`src/verilog/jtframe_dwnld_pkg.sv`:
```
`default_nettype none

package jtframe_dwnld_pkg;

    // HPS download bus
    localparam int HPS_AW   = 27;
    localparam int HPS_IDXW = 8;

    // Index codes sent by the HPS with each file
    localparam logic [HPS_IDXW-1:0] ROM_INDEX = 8'd0;
    localparam logic [HPS_IDXW-1:0] DIP_INDEX = 8'd254;

    // SDRAM programming port
    localparam int PROG_DW = 16;
    localparam int PROG_MW = 2;

    localparam int DIPSW_W = 32;

endpackage

`default_nettype wire

```
`src/verilog/jtframe_dwnld_fifo.sv`:
```
`timescale 1ns/10ps
`default_nettype none

module jtframe_dwnld_fifo #(
    parameter AW      = 24,
    parameter FIFO_AW = 3
)(
    input  logic          clk_rom,
    input  logic          rst,

    input  logic          push,
    input  logic [AW-1:0] push_addr,
    input  logic [7:0]    push_data,
    output logic          full,

    input  logic          pop,
    output logic          empty,
    output logic [AW-1:0] pop_addr,
    output logic [7:0]    pop_data
);

    localparam int DEPTH = 1 << FIFO_AW;

    logic [AW+7:0]      mem [DEPTH];
    logic [FIFO_AW-1:0] wr_ptr;
    logic [FIFO_AW-1:0] rd_ptr;
    logic [FIFO_AW:0]   count;

    assign full  = count == (FIFO_AW+1)'(DEPTH);
    assign empty = count == '0;

    // Head entry is always visible
    assign {pop_addr, pop_data} = mem[rd_ptr];

    always_ff @(posedge clk_rom) begin
        if (push) begin
            mem[wr_ptr] <= {push_addr, push_data};
        end
    end

    // Pointers wrap on their own width
    always_ff @(posedge clk_rom) begin
        if (rst) begin
            wr_ptr <= '0;
            rd_ptr <= '0;
            count  <= '0;
        end else begin
            if (push) wr_ptr <= wr_ptr + 1'd1;
            if (pop)  rd_ptr <= rd_ptr + 1'd1;
            case ({push, pop})
                2'b10:   count <= count + 1'd1;
                2'b01:   count <= count - 1'd1;
                default: count <= count;
            endcase
        end
    end

    a_no_overflow: assert property (
        @(posedge clk_rom) disable iff (rst)
        push |-> !full
    ) else $error("push into a full FIFO");

    a_no_underflow: assert property (
        @(posedge clk_rom) disable iff (rst)
        pop |-> !empty
    ) else $error("pop from an empty FIFO");

endmodule

`default_nettype wire

```
`src/verilog/jtframe_dwnld_rx.sv`:
```
`timescale 1ns/10ps
`default_nettype none

module jtframe_dwnld_rx
    import jtframe_dwnld_pkg::*;
#(
    parameter SDRAMW = 23
)(
    input  logic                clk_rom,
    input  logic                rst,

    // HPS byte stream
    input  logic                hps_download,
    input  logic [HPS_IDXW-1:0] hps_index,
    input  logic                hps_wr,
    input  logic [HPS_AW-1:0]   hps_addr,
    input  logic [7:0]          hps_dout,
    output logic                hps_wait,

    // FIFO write side
    input  logic                full,
    output logic                push,
    output logic [SDRAMW:0]     push_addr,
    output logic [7:0]          push_data,

    output logic                rom_load,
    output logic [DIPSW_W-1:0]  dipsw
);

    logic dip_load;

    assign rom_load = hps_download && (hps_index == ROM_INDEX);
    assign dip_load = hps_download && (hps_index == DIP_INDEX);

    // The HPS holds off while there is no room for another ROM byte
    assign hps_wait = full;

    // ROM bytes go straight to the buffer in the strobe cycle
    assign push      = hps_wr && rom_load;
    assign push_addr = hps_addr[SDRAMW:0];
    assign push_data = hps_dout;

    // DIP word, one byte lane per address
    always_ff @(posedge clk_rom) begin
        if (rst) begin
            dipsw <= '0;
        end else if (hps_wr && dip_load) begin
            dipsw[{hps_addr[1:0], 3'b000} +: 8] <= hps_dout;
        end
    end

    // Strobes are only legal while the buffer has room
    a_no_wr_on_wait: assert property (
        @(posedge clk_rom) disable iff (rst)
        hps_wait |-> !hps_wr
    ) else $error("hps_wr issued while hps_wait is high");

endmodule

`default_nettype wire

```
`src/verilog/jtframe_prog_wr.sv`:
```
`timescale 1ns/10ps
`default_nettype none

module jtframe_prog_wr
    import jtframe_dwnld_pkg::*;
#(
    parameter SDRAMW = 23
)(
    input  logic               clk_rom,
    input  logic               rst,
    input  logic               rom_load,

    // FIFO read side
    input  logic               empty,
    input  logic [SDRAMW:0]    pop_addr,
    input  logic [7:0]         pop_data,
    output logic               pop,

    // SDRAM programming port
    output logic               prog_we,
    output logic [SDRAMW-1:0]  prog_addr,
    output logic [PROG_DW-1:0] prog_data,
    output logic [PROG_MW-1:0] prog_mask,
    input  logic               prog_rdy,

    output logic               downloading
);

    logic busy;

    // A write is still waiting for its ready
    assign busy = prog_we && !prog_rdy;

    // Load the next entry when idle or as the current write completes
    assign pop = !empty && !busy;

    always_ff @(posedge clk_rom) begin
        if (rst) begin
            prog_we <= 1'b0;
        end else if (pop) begin
            prog_we <= 1'b1;
        end else if (prog_rdy) begin
            prog_we <= 1'b0;
        end
    end

    // Word address, byte on both lanes, active low lane mask
    always_ff @(posedge clk_rom) begin
        if (pop) begin
            prog_addr <= pop_addr[SDRAMW:1];
            prog_data <= {pop_data, pop_data};
            prog_mask <= pop_addr[0] ? 2'b01 : 2'b10;
        end
    end

    // Stays up until the last buffered byte has been written
    always_ff @(posedge clk_rom) begin
        if (rst) begin
            downloading <= 1'b0;
        end else begin
            downloading <= rom_load || (downloading && (!empty || busy));
        end
    end

    a_prog_stable: assert property (
        @(posedge clk_rom) disable iff (rst)
        busy |=> $stable(prog_addr) && $stable(prog_data) && $stable(prog_mask)
    ) else $error("programming port changed before prog_rdy");

endmodule

`default_nettype wire

```
`src/verilog/jtframe_mister_dwnld.sv`:
```
`timescale 1ns/10ps
`default_nettype none

module jtframe_mister_dwnld
    import jtframe_dwnld_pkg::*;
#(
    parameter SDRAMW  = 23,
    parameter FIFO_AW = 3
)(
    input  logic                clk_rom,
    input  logic                rst,

    // HPS download
    input  logic                hps_download,
    input  logic [HPS_IDXW-1:0] hps_index,
    input  logic                hps_wr,
    input  logic [HPS_AW-1:0]   hps_addr,
    input  logic [7:0]          hps_dout,
    output logic                hps_wait,

    output logic [DIPSW_W-1:0]  dipsw,

    // ROM programming
    output logic                prog_we,
    output logic [SDRAMW-1:0]   prog_addr,
    output logic [PROG_DW-1:0]  prog_data,
    output logic [PROG_MW-1:0]  prog_mask,
    input  logic                prog_rdy,
    output logic                downloading
);

    logic            push, pop, full, empty, rom_load;
    logic [SDRAMW:0] push_addr, pop_addr;
    logic [7:0]      push_data, pop_data;

    jtframe_dwnld_rx #(.SDRAMW(SDRAMW)) u_rx(
        .clk_rom        ( clk_rom        ),
        .rst            ( rst            ),
        .hps_download   ( hps_download   ),
        .hps_index      ( hps_index      ),
        .hps_wr         ( hps_wr         ),
        .hps_addr       ( hps_addr       ),
        .hps_dout       ( hps_dout       ),
        .hps_wait       ( hps_wait       ),
        .full           ( full           ),
        .push           ( push           ),
        .push_addr      ( push_addr      ),
        .push_data      ( push_data      ),
        .rom_load       ( rom_load       ),
        .dipsw          ( dipsw          )
    );

    // Byte addresses carry one bit more than the SDRAM word address
    jtframe_dwnld_fifo #(
        .AW         ( SDRAMW+1  ),
        .FIFO_AW    ( FIFO_AW   )
    ) u_fifo(
        .clk_rom    ( clk_rom   ),
        .rst        ( rst       ),
        .push       ( push      ),
        .push_addr  ( push_addr ),
        .push_data  ( push_data ),
        .full       ( full      ),
        .pop        ( pop       ),
        .empty      ( empty     ),
        .pop_addr   ( pop_addr  ),
        .pop_data   ( pop_data  )
    );

    jtframe_prog_wr #(.SDRAMW(SDRAMW)) u_prog(
        .clk_rom        ( clk_rom        ),
        .rst            ( rst            ),
        .rom_load       ( rom_load       ),
        .empty          ( empty          ),
        .pop_addr       ( pop_addr       ),
        .pop_data       ( pop_data       ),
        .pop            ( pop            ),
        .prog_we        ( prog_we        ),
        .prog_addr      ( prog_addr      ),
        .prog_data      ( prog_data      ),
        .prog_mask      ( prog_mask      ),
        .prog_rdy       ( prog_rdy       ),
        .downloading    ( downloading    )
    );

endmodule

`default_nettype wire

```
`config.mk`:
```
export PLATFORM = sky130hd
export DESIGN_NAME = jtframe_mister_dwnld
export DESIGN_NICKNAME = d
export VERILOG_FILES = /design/src/verilog/jtframe_dwnld_pkg.sv /design/src/verilog/jtframe_dwnld_fifo.sv /design/src/verilog/jtframe_dwnld_rx.sv /design/src/verilog/jtframe_prog_wr.sv /design/src/verilog/jtframe_mister_dwnld.sv
export SDC_FILE = /design/constraint.sdc
export NUM_CORES = 1
export LEC_CHECK = 0
export BUFFER_PORTS_ARGS = -buffer_cell sky130_fd_sc_hd__buf_2
export CAP_MARGIN = 20
export CORE_MARGIN = 4
export CORE_UTILIZATION = 40
export CTS_CLUSTER_SIZE = 25
export DETAILED_ROUTE_END_ITERATION = 8
export SYNTH_ARGS = -nofsm -noshare
export SYNTH_HDL_FRONTEND = slang
export SYNTH_HIERARCHICAL = 1
export SYNTH_SLANG_ARGS = --single-unit
```
`constraint.sdc`:
```
create_clock -name clk_rom -period 7.8 [get_ports clk_rom]
set_input_delay 1.56 -clock clk_rom [delete_from_list [all_inputs] [get_ports clk_rom]]
set_output_delay 1.56 -clock clk_rom [all_outputs]
set_load 0.05 [all_outputs]
```
# Word-level counts from Yosys, hierarchy flattened
# Memory sizes are Yosys's and may differ from the RTL's. A register that Yosys moved wholly into a read port is not among the register bits.
# Index checks and enable logic that the tools add are counted.
# word_totals
mem_bits_ro	0
ramBits	256
latchBits	0
mem_count	1
output_inout_bits	76
ff_bits	85
# memory_table
name	words	word_bits	rd	rd_clocked_by_memory_dff	write_ports	line_no	source
u_fifo.mem	8	32	1	1	1	jtframe_dwnld_fifo.sv:24	logic [AW+7:0] mem [DEPTH];
# op_classes
muxes	9
bitwise	0
n_eq_ne	4
shift	2
n_div	0
add_sub_neg	5
n_reduce_logical	16
mul	0
order_cmp	0
# op_table
cell	count
bitwise mux 32 bit	1
variable shift 8 x 7 -> 32 bit, first input constant	1
indexed part select 8 x 7 -> 32 bit	1
== test 8 bit, second input constant	1
logical NOT 8 bit	1
one-hot mux 4 bit (2 select lines)	1
logical AND 1 bit	7
negator 5 -> 7 bit	1
adder 3 x 1 -> 3 bit, second input constant	2
2-to-1 mux 3 bit	2
adder 4 x 1 -> 4 bit, second input constant	1
== test 4 bit, second input constant	1
logical NOT 4 bit	1
2-to-1 mux 1 bit	4
nonzero test 2 bit	2
subtractor 4 x 1 -> 4 bit, second input constant	1
logical NOT 1 bit	3
== test 2 x 1 -> 1 bit, second input constant	1
== test 2 bit, second input constant	1
logical OR 1 bit	2
2-to-1 mux 2 bit	1

# Longest topological paths before layout
# Gate-level depths: netlist of run 1.
# depth
ltp_word	6
mapped_depth	12
mapped_depth_nobuf	11

# By module
# The synthesis of run 1 kept the hierarchy.
# modules_own_cells
module	seq_area_each_um2	cells_each	instances	area_per_inst_um2
jtframe_dwnld_fifo	7947.6	441	1	10400.0
jtframe_dwnld_rx	640.6	203	1	1938.1
jtframe_prog_wr	1031.0	50	1	1142.3

# Least setup slack after synthesis of run 1
# No wires, ideal clock.
# synth_path
kind	input port to flip-flop
startpoint	input hps_download
endpoint	memory u_fifo/mem[4][0] (netlist name), enable pin
path_buffers	1
setup_slack_ps	2261
t_arrival_ps	5078
path_stages	6
path_cell_list	nor2b_1 buf_4 nand2_1 nor4bb_1 nand2_1 nor3_1
# synth_between
elab_chain_len	4
# synth_lines
item	line_no	source
start: declaration	jtframe_mister_dwnld.sv:14	input logic hps_download,
logical AND 1 bit	jtframe_dwnld_rx.sv:32	assign rom_load = hps_download && (hps_index == ROM_INDEX);
logical AND 1 bit	jtframe_dwnld_rx.sv:39	assign push = hps_wr && rom_load;
via push	jtframe_mister_dwnld.sv:32	logic push, pop, full, empty, rom_load;
2-to-1 mux 1 bit	jtframe_dwnld_fifo.sv:36	if (push) begin
2-to-1 mux 1 bit (not written as such)	jtframe_dwnld_fifo.sv:37	mem[wr_ptr] <= {push_addr, push_data};
end: declaration	jtframe_dwnld_fifo.sv:24	
# The timed path passes the listed nets, and every way through them passes these cells.

# Final worst setup path of run 1
# layout_path
startpoint	input hps_index[0]
endpoint	memory u_fifo/mem[0][2] (netlist name), enable pin
# layout_between
elab_chain_len	5
# layout_lines
item	line_no	source
start: declaration	jtframe_mister_dwnld.sv:15	input logic [HPS_IDXW-1:0] hps_index,
logical NOT 8 bit	jtframe_dwnld_rx.sv:32	
logical AND 1 bit	jtframe_dwnld_rx.sv:32	
logical AND 1 bit	jtframe_dwnld_rx.sv:39	
via push	jtframe_mister_dwnld.sv:32	
2-to-1 mux 1 bit	jtframe_dwnld_fifo.sv:36	
2-to-1 mux 1 bit (not written as such)	jtframe_dwnld_fifo.sv:37	
# The timed path passes the listed nets, and every way through them passes these cells.

==> results of run 1 <==
==> worst paths after layout <==
path,cells after the start,end,slack (ns),startpoint
worst max register to register,8,u_fifo/count[3],4.81,u_fifo/count[1]
worst min register to register,2,u_rx/dipsw[10],0.47,u_rx/dipsw[10]
worst min-delay path,2,u_rx/dipsw[10],0.47,u_rx/dipsw[10]
worst max-delay path,8,u_fifo/mem[0][2],3.64,hps_index[0]
==> logic make-up (layout without fill, tap and decap cells) <==
group           count (synthesis)  after routing
compound gates                  7              7
xor+xnor                        7              7
fa+ha+maj                      10             10
buf+inv                        77            198
flops                         336            336
mux                           133            133
simple gates                  124            124
==> power by group <==
group	internal (uW)	total (uW)	switching (uW)
registers	2110	2180	64.1
logic	408	1190	780
clock network	934	1580	648
total	3460	4950	1490
==> layout make-up <==
class                   instances  area (um2)
inverters                       5        18.8
flip-flops and latches        336        9630
well taps                     442         553
clock inverters                14         130
repair buffers                132         691
multi-input cells             281        3380
clock buffers                  47         962
fillers                      2856       17500
==> registers in the layout, summed over array words and instances, names as in the netlist, named ones only <==
signal,count
u_prog/prog_data,8
u_fifo/mem,256
u_fifo/rd_ptr,3
u_prog/prog_addr,23
u_prog/prog_we,1
u_fifo/wr_ptr,3
u_prog/prog_mask,2
u_rx/dipsw,32
u_fifo/count,4
u_prog/downloading,1
==> metrics by stage <==
step                worst slack [ns]  total power (uW)  instances  area, um2
detailed placement              3.01              3430       1196      14300
global route                    3.36              5160       1257      15400
global placement                3.04              3420       1196      14300
CTS                             3.54              5020       1257      15400
finish                          3.64              4950       1257      15400
floorplan                       2.26              3210        694      13500
==> placed cells by master (no fill, tap or decap), types with 24 or more instances in the layout <==
cell       instances
edfxtp_1         289
mux4_1            40
clkbuf_16         36
nand2b_1          35
mux2_2            34
dfxtp_1           44
mux4_2            24
buf_2            120
mux2i_1           35
nand2_1           37
==> per-layer routing <==
metal  vias up  part of all wire, %  track usage, %
met2       161                   46            22.0
met3        38                  5.8            3.29
met4         0                  1.8            3.34
met5         -                    0               0
li1       2898                    -               -
met1      3252                   46            19.5
==> worst min-delay path: cells and delay by family (launching register included) <==
family,cells,cell delay [ns]
simple gates,1,0.06
flops,1,0.30
mux,1,0.06
==> metrics.txt, run 1 <==
mux contribution to synthesized area=17.2%; critical path data arrival time=4.30 ns; drt pass-1 iters=4; Die Ht=192 um; Vias/cell=5.05; Worst-path clk slew=0.05 ns; count leader, synth=edfxtp_1; synthesized area=13500 um2; Synth Area in XOR/XNOR=0.455%; hpwl dp=14400 um; Layout Nets=850; global route overflow=0; die area=36700 um2; relative slew slack=28.7%; Mapped Cells=694; per-cell routed wire length=20.1 um; Via Count=6349; status=finished, final reports clean; Core Area=32900 um2; post-synthesis compound-gate area fraction=0.390%; Net Count, Synth=752; Clock Path Buffers=3; H-tree levels=2; Fin Hold WS=0.472 ns; LEAKAGE=0.00533 uW; initial core utilization=41.0%; top achievable clock speed=240 MHz; post-synth top area share=64.4%; Rows=66; final hold violation count=0; min cycle time layout=4.16 ns; synth warn=6; DR iter-0 viols=361; Yosys cell types=39; Cell Chain, Critical Path=buf_2 > nor2b_1 > nand2_1 > nor4bb_1 > buf_4 > nand2b_1 > nor3_2 > buf_4; CTS Sinks=336; sequential area share after synthesis=71.4%; clock latency on the worst-skew pair=0.51 ns; Top Family by Delay on Critical Path=simple AND/OR/NAND/NOR gates; RSZ-0062 raised after global routing=false; critical path peak fanout=24; largest net degree at the start of global routing=65; cell type with the largest total area after synthesis=edfxtp_1; largest family of logic cells by synthesized area=multiplexers; Setup Skew=0.0184 ns; Synth Area in Adders=0.928%; Worst path max stage delay=0.70 ns; Pwr per Cell Area=322 nW/um2; Root Driver=clkbuf_16; top cells by area, synth=edfxtp_1 64%, mux4_1 7.8%, dfxtp_1 7.0%; initial antenna violation count=0; Tot GR Track Use=13.8%; final antenna diode count=0; Slew Viols, Final=0; number of remaining DRC errors=0; crit path kind=input pin to flop; most common library cells after synthesis=289 x edfxtp_1, 47 x dfxtp_1, 42 x buf_4; crit end category=flop; Most used DFF post-synth=edfxtp_1; Tcrit/Tclk final=53.4%; Hold WC Path Type=flop to flop; Post-synth ARST share=0%; Synth Area in Simple Gates=5.62%; vias in the first global route=6650; CP Buf/Inv Count=3; most frequent cell on the critical path=buf_4; required time worst endpoint=7.94 ns; EDFF count, synth=289; total negative slack=0 ns; CTS tree=built; Die Width=192 um; mean area per synthesized cell=19.4 um2; Slew @ Worst Pin=1.07 ns; final setup violating endpoints=0; hold_buf cts=0; Worst path slowest cell=nor3_2; first-pass GRT wire length=39000 um; post_cts resized=0; Max-Cap Viols=0; TritonCTS buffer count=36; # port buffers=120; Yosys reg bits=336; share of layout cells above drive strength 1=31.5%; DRT antenna net count=0; synthesis-to-layout area growth=14.0%; RD Place Congestion=0.743; Post-CTS Setup Bufs=0; Worst VDD drop=237 uV; WL final=25200 um; Final Util=46.7%; CP Launch Type=input pin; io pins=124
Note: power is estimated with default switching activity, not from simulation.
==> run 2: changes to the inputs <==
--- a/config.mk
+++ b/config.mk
@@ -5,6 +5,7 @@
 export SDC_FILE = /design/constraint.sdc
 export NUM_CORES = 1
 export LEC_CHECK = 0
+export ABC_AREA = 1
 export BUFFER_PORTS_ARGS = -buffer_cell sky130_fd_sc_hd__buf_2
 export CAP_MARGIN = 20
 export CORE_MARGIN = 4
==> constraint.sdc (replaced) <==
create_clock -name clk_rom -period 4 [get_ports clk_rom]
set_input_delay 0.8 -clock clk_rom [delete_from_list [all_inputs] [get_ports clk_rom]]
set_output_delay 0.8 -clock clk_rom [all_outputs]
set_load 0.05 [all_outputs]
==> run 2 against run 1 <==
Net effect: combinational power up 120%; utilization is essentially flat; final cell count rose by 39%; global-route usage rose by 1.2 points; register-to-register slack got worse by 3.2 ns; critical path depth grew 2; first-iteration DRC count up 51%; clock power up 99%; via count grew 34%.
==> metrics.txt, run 2 <==
PnR Total Power=10100 uW (was 4950 uW); Clock Path Buffers=3 (unchanged); Rows=67 (was 66); Crit. path cell count=10 (was 8); most common library cells after synthesis=289 x edfxtp_1, 237 x nor2_1, 188 x nand2_1 (was 289 x edfxtp_1, 47 x dfxtp_1, 42 x buf_4); uppermost routed layer=met4 (unchanged); Root Driver=clkbuf_16 (unchanged); cell type with the largest total area after synthesis=edfxtp_1 (unchanged); CP Launch Type=input pin (unchanged); Reg2Reg Setup Slack=1.59 ns (was 4.81 ns); Worst path max stage delay=0.40 ns (was 0.70 ns); Worst-path clk slew=0.05 ns (about the same); commonest cells after routing, fill and taps aside=289 x edfxtp_1, 229 x nor2_1, 188 x nand2_1, 120 x buf_2, 107 x o21ai_0 (was 289 x edfxtp_1, 120 x buf_2, 44 x dfxtp_1, 40 x mux4_1, 37 x nand2_1); critical path data arrival time=2.78 ns (was 4.30 ns); required time worst endpoint=4.17 ns (was 7.94 ns); DRT antenna net count=0 (unchanged); RSZ-0062 raised after global routing=false (unchanged); Final Util=46.8% (was 46.7%); post_cts resized=0 (unchanged); Hold WC Path Type=flop to flop (unchanged); die area=37700 um2 (was 36700 um2); Biggest register=u_fifo/mem (unchanged); Cell Chain, Critical Path=buf_2 > inv_1 > nor2_4 > nand3_1 > nor3b_1 > buf_4 > inv_1 > or2_2 > nor2_4 > buf_4 (was buf_2 > nor2b_1 > nand2_1 > nor4bb_1 > buf_4 > nand2b_1 > nor3_2 > buf_4); crit path kind=input pin to flop (unchanged); critical path peak fanout=24 (unchanged); count leader, synth=edfxtp_1 (unchanged); min cycle time layout=2.61 ns; hold_buf cts=0 (unchanged); routed wl met2=13300 um (was 11700 um); per-cell routed wire length=16.5 um (was 20.1 um); LEAKAGE=0.00600 uW (was 0.00533 uW); TritonCTS buffer count=36 (unchanged); Vias/cell=4.89 (was 5.05); mean area per synthesized cell=11.7 um2 (was 19.4 um2); Pwr per Cell Area=639 nW/um2 (was 322 nW/um2); FF-to-FF End=u_fifo/count[2] (was u_fifo/count[3]); Tot GR Track Use=15.0% (was 13.8%); Slew @ Worst Pin=1.02 ns (was 1.07 ns); global route overflow=0 (unchanged); worst reg-to-reg path cell count=13 (was 8); DR iter-0 viols=544 (was 361); Top Family by Delay on Critical Path=simple AND/OR/NAND/NOR gates (unchanged); relative slew slack=32.2% (was 28.7%); synth warn=6 (unchanged); io pins=124 (unchanged); hold path depth=2 (unchanged); RR Startpoint=u_fifo/count[0] (was u_fifo/count[1]); drt pass-1 iters=7 (was 4); share of layout cells above drive strength 1=17.9% (was 31.5%); Slew Viols, Final=0 (unchanged); Post-synth ARST share=0% (unchanged); Most used DFF post-synth=edfxtp_1 (unchanged); crit end category=flop (unchanged); Worst setup startpoint=hps_download (was hps_index[0]); number of flip-flops in the largest register=256 (unchanged); Mapped Cells=1186 (was 694); largest net degree at the start of global routing=100 (was 65); top cells by area, synth=edfxtp_1 63%, dfxtp_1 6.8%, nor2_1 6.4% (was edfxtp_1 64%, mux4_1 7.8%, dfxtp_1 7.0%); first-pass GRT wire length=45800 um (was 39000 um); HP Start=u_prog/downloading (was u_rx/dipsw[10]); Worst VDD drop=591 uV (was 237 uV); initial core utilization=40.9% (was 41.0%); H-tree levels=2 (unchanged); Setup Skew=0.0114 ns (was 0.0184 ns); post-synth top area share=62.7% (was 64.4%); top achievable clock speed=383 MHz; final setup violating endpoints=0 (unchanged); final hold violation count=0 (unchanged); Max-Cap Viols=0 (unchanged); synthesis-to-layout area growth=14.3% (was 14.0%); synthesized area=13800 um2 (was 13500 um2); vias in the first global route=8325 (was 6650); CP Buf/Inv Count=5 (was 3); Net Count, Synth=1244 (was 752); Layout Nets=1332 (was 850); post-route cell area=15800 um2 (was 15400 um2); RD Place Congestion=0.804 (was 0.743); Worst Hold Path EP=u_prog/downloading (was u_rx/dipsw[10]); commonest non-fill, non-tap cell in the layout=edfxtp_1 (unchanged); total negative slack=0 ns (unchanged); status=finished, final reports clean (unchanged); Tcrit/Tclk final=65.3%; Core Area=33900 um2 (was 32900 um2); Die Width=194 um (was 192 um); initial antenna violation count=0 (unchanged); final antenna diode count=0 (unchanged); WL final=28900 um (was 25200 um); Yosys cell types=35 (was 39); # port buffers=120 (unchanged); EDFF count, synth=289 (unchanged); CTS tree=built (unchanged); Fin Hold WS=0.467 ns (was 0.472 ns); WL met3=1950 um (was 1470 um); dpl cell area=14700 um2 (was 14300 um2); Post-CTS Setup Bufs=0 (unchanged); clock latency on the worst-skew pair=0.52 ns (was 0.51 ns); Via Count=8538 (was 6349); Met1 Wirelength=13100 um (was 11600 um); biggest regs=u_fifo/mem x256, u_rx/dipsw x32, u_prog/prog_addr x23 (unchanged); Die Ht=194 um (was 192 um); hpwl dp=17600 um (was 14400 um); CTS Sinks=336 (unchanged); number of remaining DRC errors=0 (unchanged); Yosys reg bits=336 (unchanged); sequential area share after synthesis=69.5% (was 71.4%); Worst path slowest cell=or2_2 (was nor3_2)
==> run 2: changes by cell type after synthesis, moves of 24 or more <==
cell / previous run / this run
nor2_1: 18 / 237
nand2_1: 37 / 188
o21ai_0: 1 / 107
inv_1: 5 / 56
mux4_1: 40 / 0
nand2b_1: 35 / 0
mux2_2: 34 / 0
o22ai_1: 0 / 32
mux4_2: 24 / 0
==> run 2: kinds of logic (layout without fill, tap and decap cells) <==
family	Yosys count	in the layout	synth area share, %
xor+xnor	3	3	0.190
mux	32	32	2.31
flops	336	336	69.5
compound gates	175	175	6.67
simple gates	478	478	14.4
buf+inv	152	265	6.03
fa+ha+maj	10	10	0.903
==> run 2: area by class of cell <==
class                   count  area (um2)
inverters                  59         221
clock buffers              42         933
well taps                 448         561
repair buffers            143         836
fillers                  3068       18000
flip-flops and latches    336        9630
multi-input cells         698        3470
clock inverters            21         188
==> run 2: where the power goes <==
group          internal (uW)  switching (uW)  total (uW)
sequential              4140             238        4370
clock                   1820            1320        3140
combinational            684            1930        2620
total                   6640            3490       10100
==> run 2: metal layers <==
layer	vias to the layer above	global-route usage [%]
met5	-	0
met4	0	3.46
met3	40	3.91
met2	228	24.1
met1	4040	20.7
li1	4230	-
==> run 2: per-stage QoR <==
| stage | setup slack, ns | std cells |
|---|---|---|
| 2_1_floorplan | 0.165 | 1186 |
| 3_3_place_gp | 0.906 | 1684 |
| 3_5_place_dp | 0.830 | 1684 |
| 4_1_cts | 1.36 | 1747 |
| 5_1_grt | 1.19 | 1747 |
| 6_report | 1.39 | 1747 |
==> run 2: worst register-to-register path: stages (launching register included) <==
cell and delay [ns]:
dfxtp_1 0.37, inv_1 0.07, nand2_1 0.09, nor3_1 0.09, a21oi_4 0.58, ha_1 0.35, nand2_1 0.07, inv_1 0.06
nor2_1 0.05, ha_1 0.17, a21oi_1 0.15, xnor2_1 0.08, o21ai_0 0.14, inv_1 0.05
==> run 2: worst max-delay path by stage <==
stage	end	slack (ns)
after floorplan	u_fifo/mem[0][0]	0.16
after global placement	u_fifo/mem[4][13]	0.91
after detailed placement	u_fifo/mem[4][10]	0.83
after CTS	u_fifo/mem[4][12]	1.36
after global routing	u_fifo/count[2]	1.19
final	u_fifo/mem[4][12]	1.39
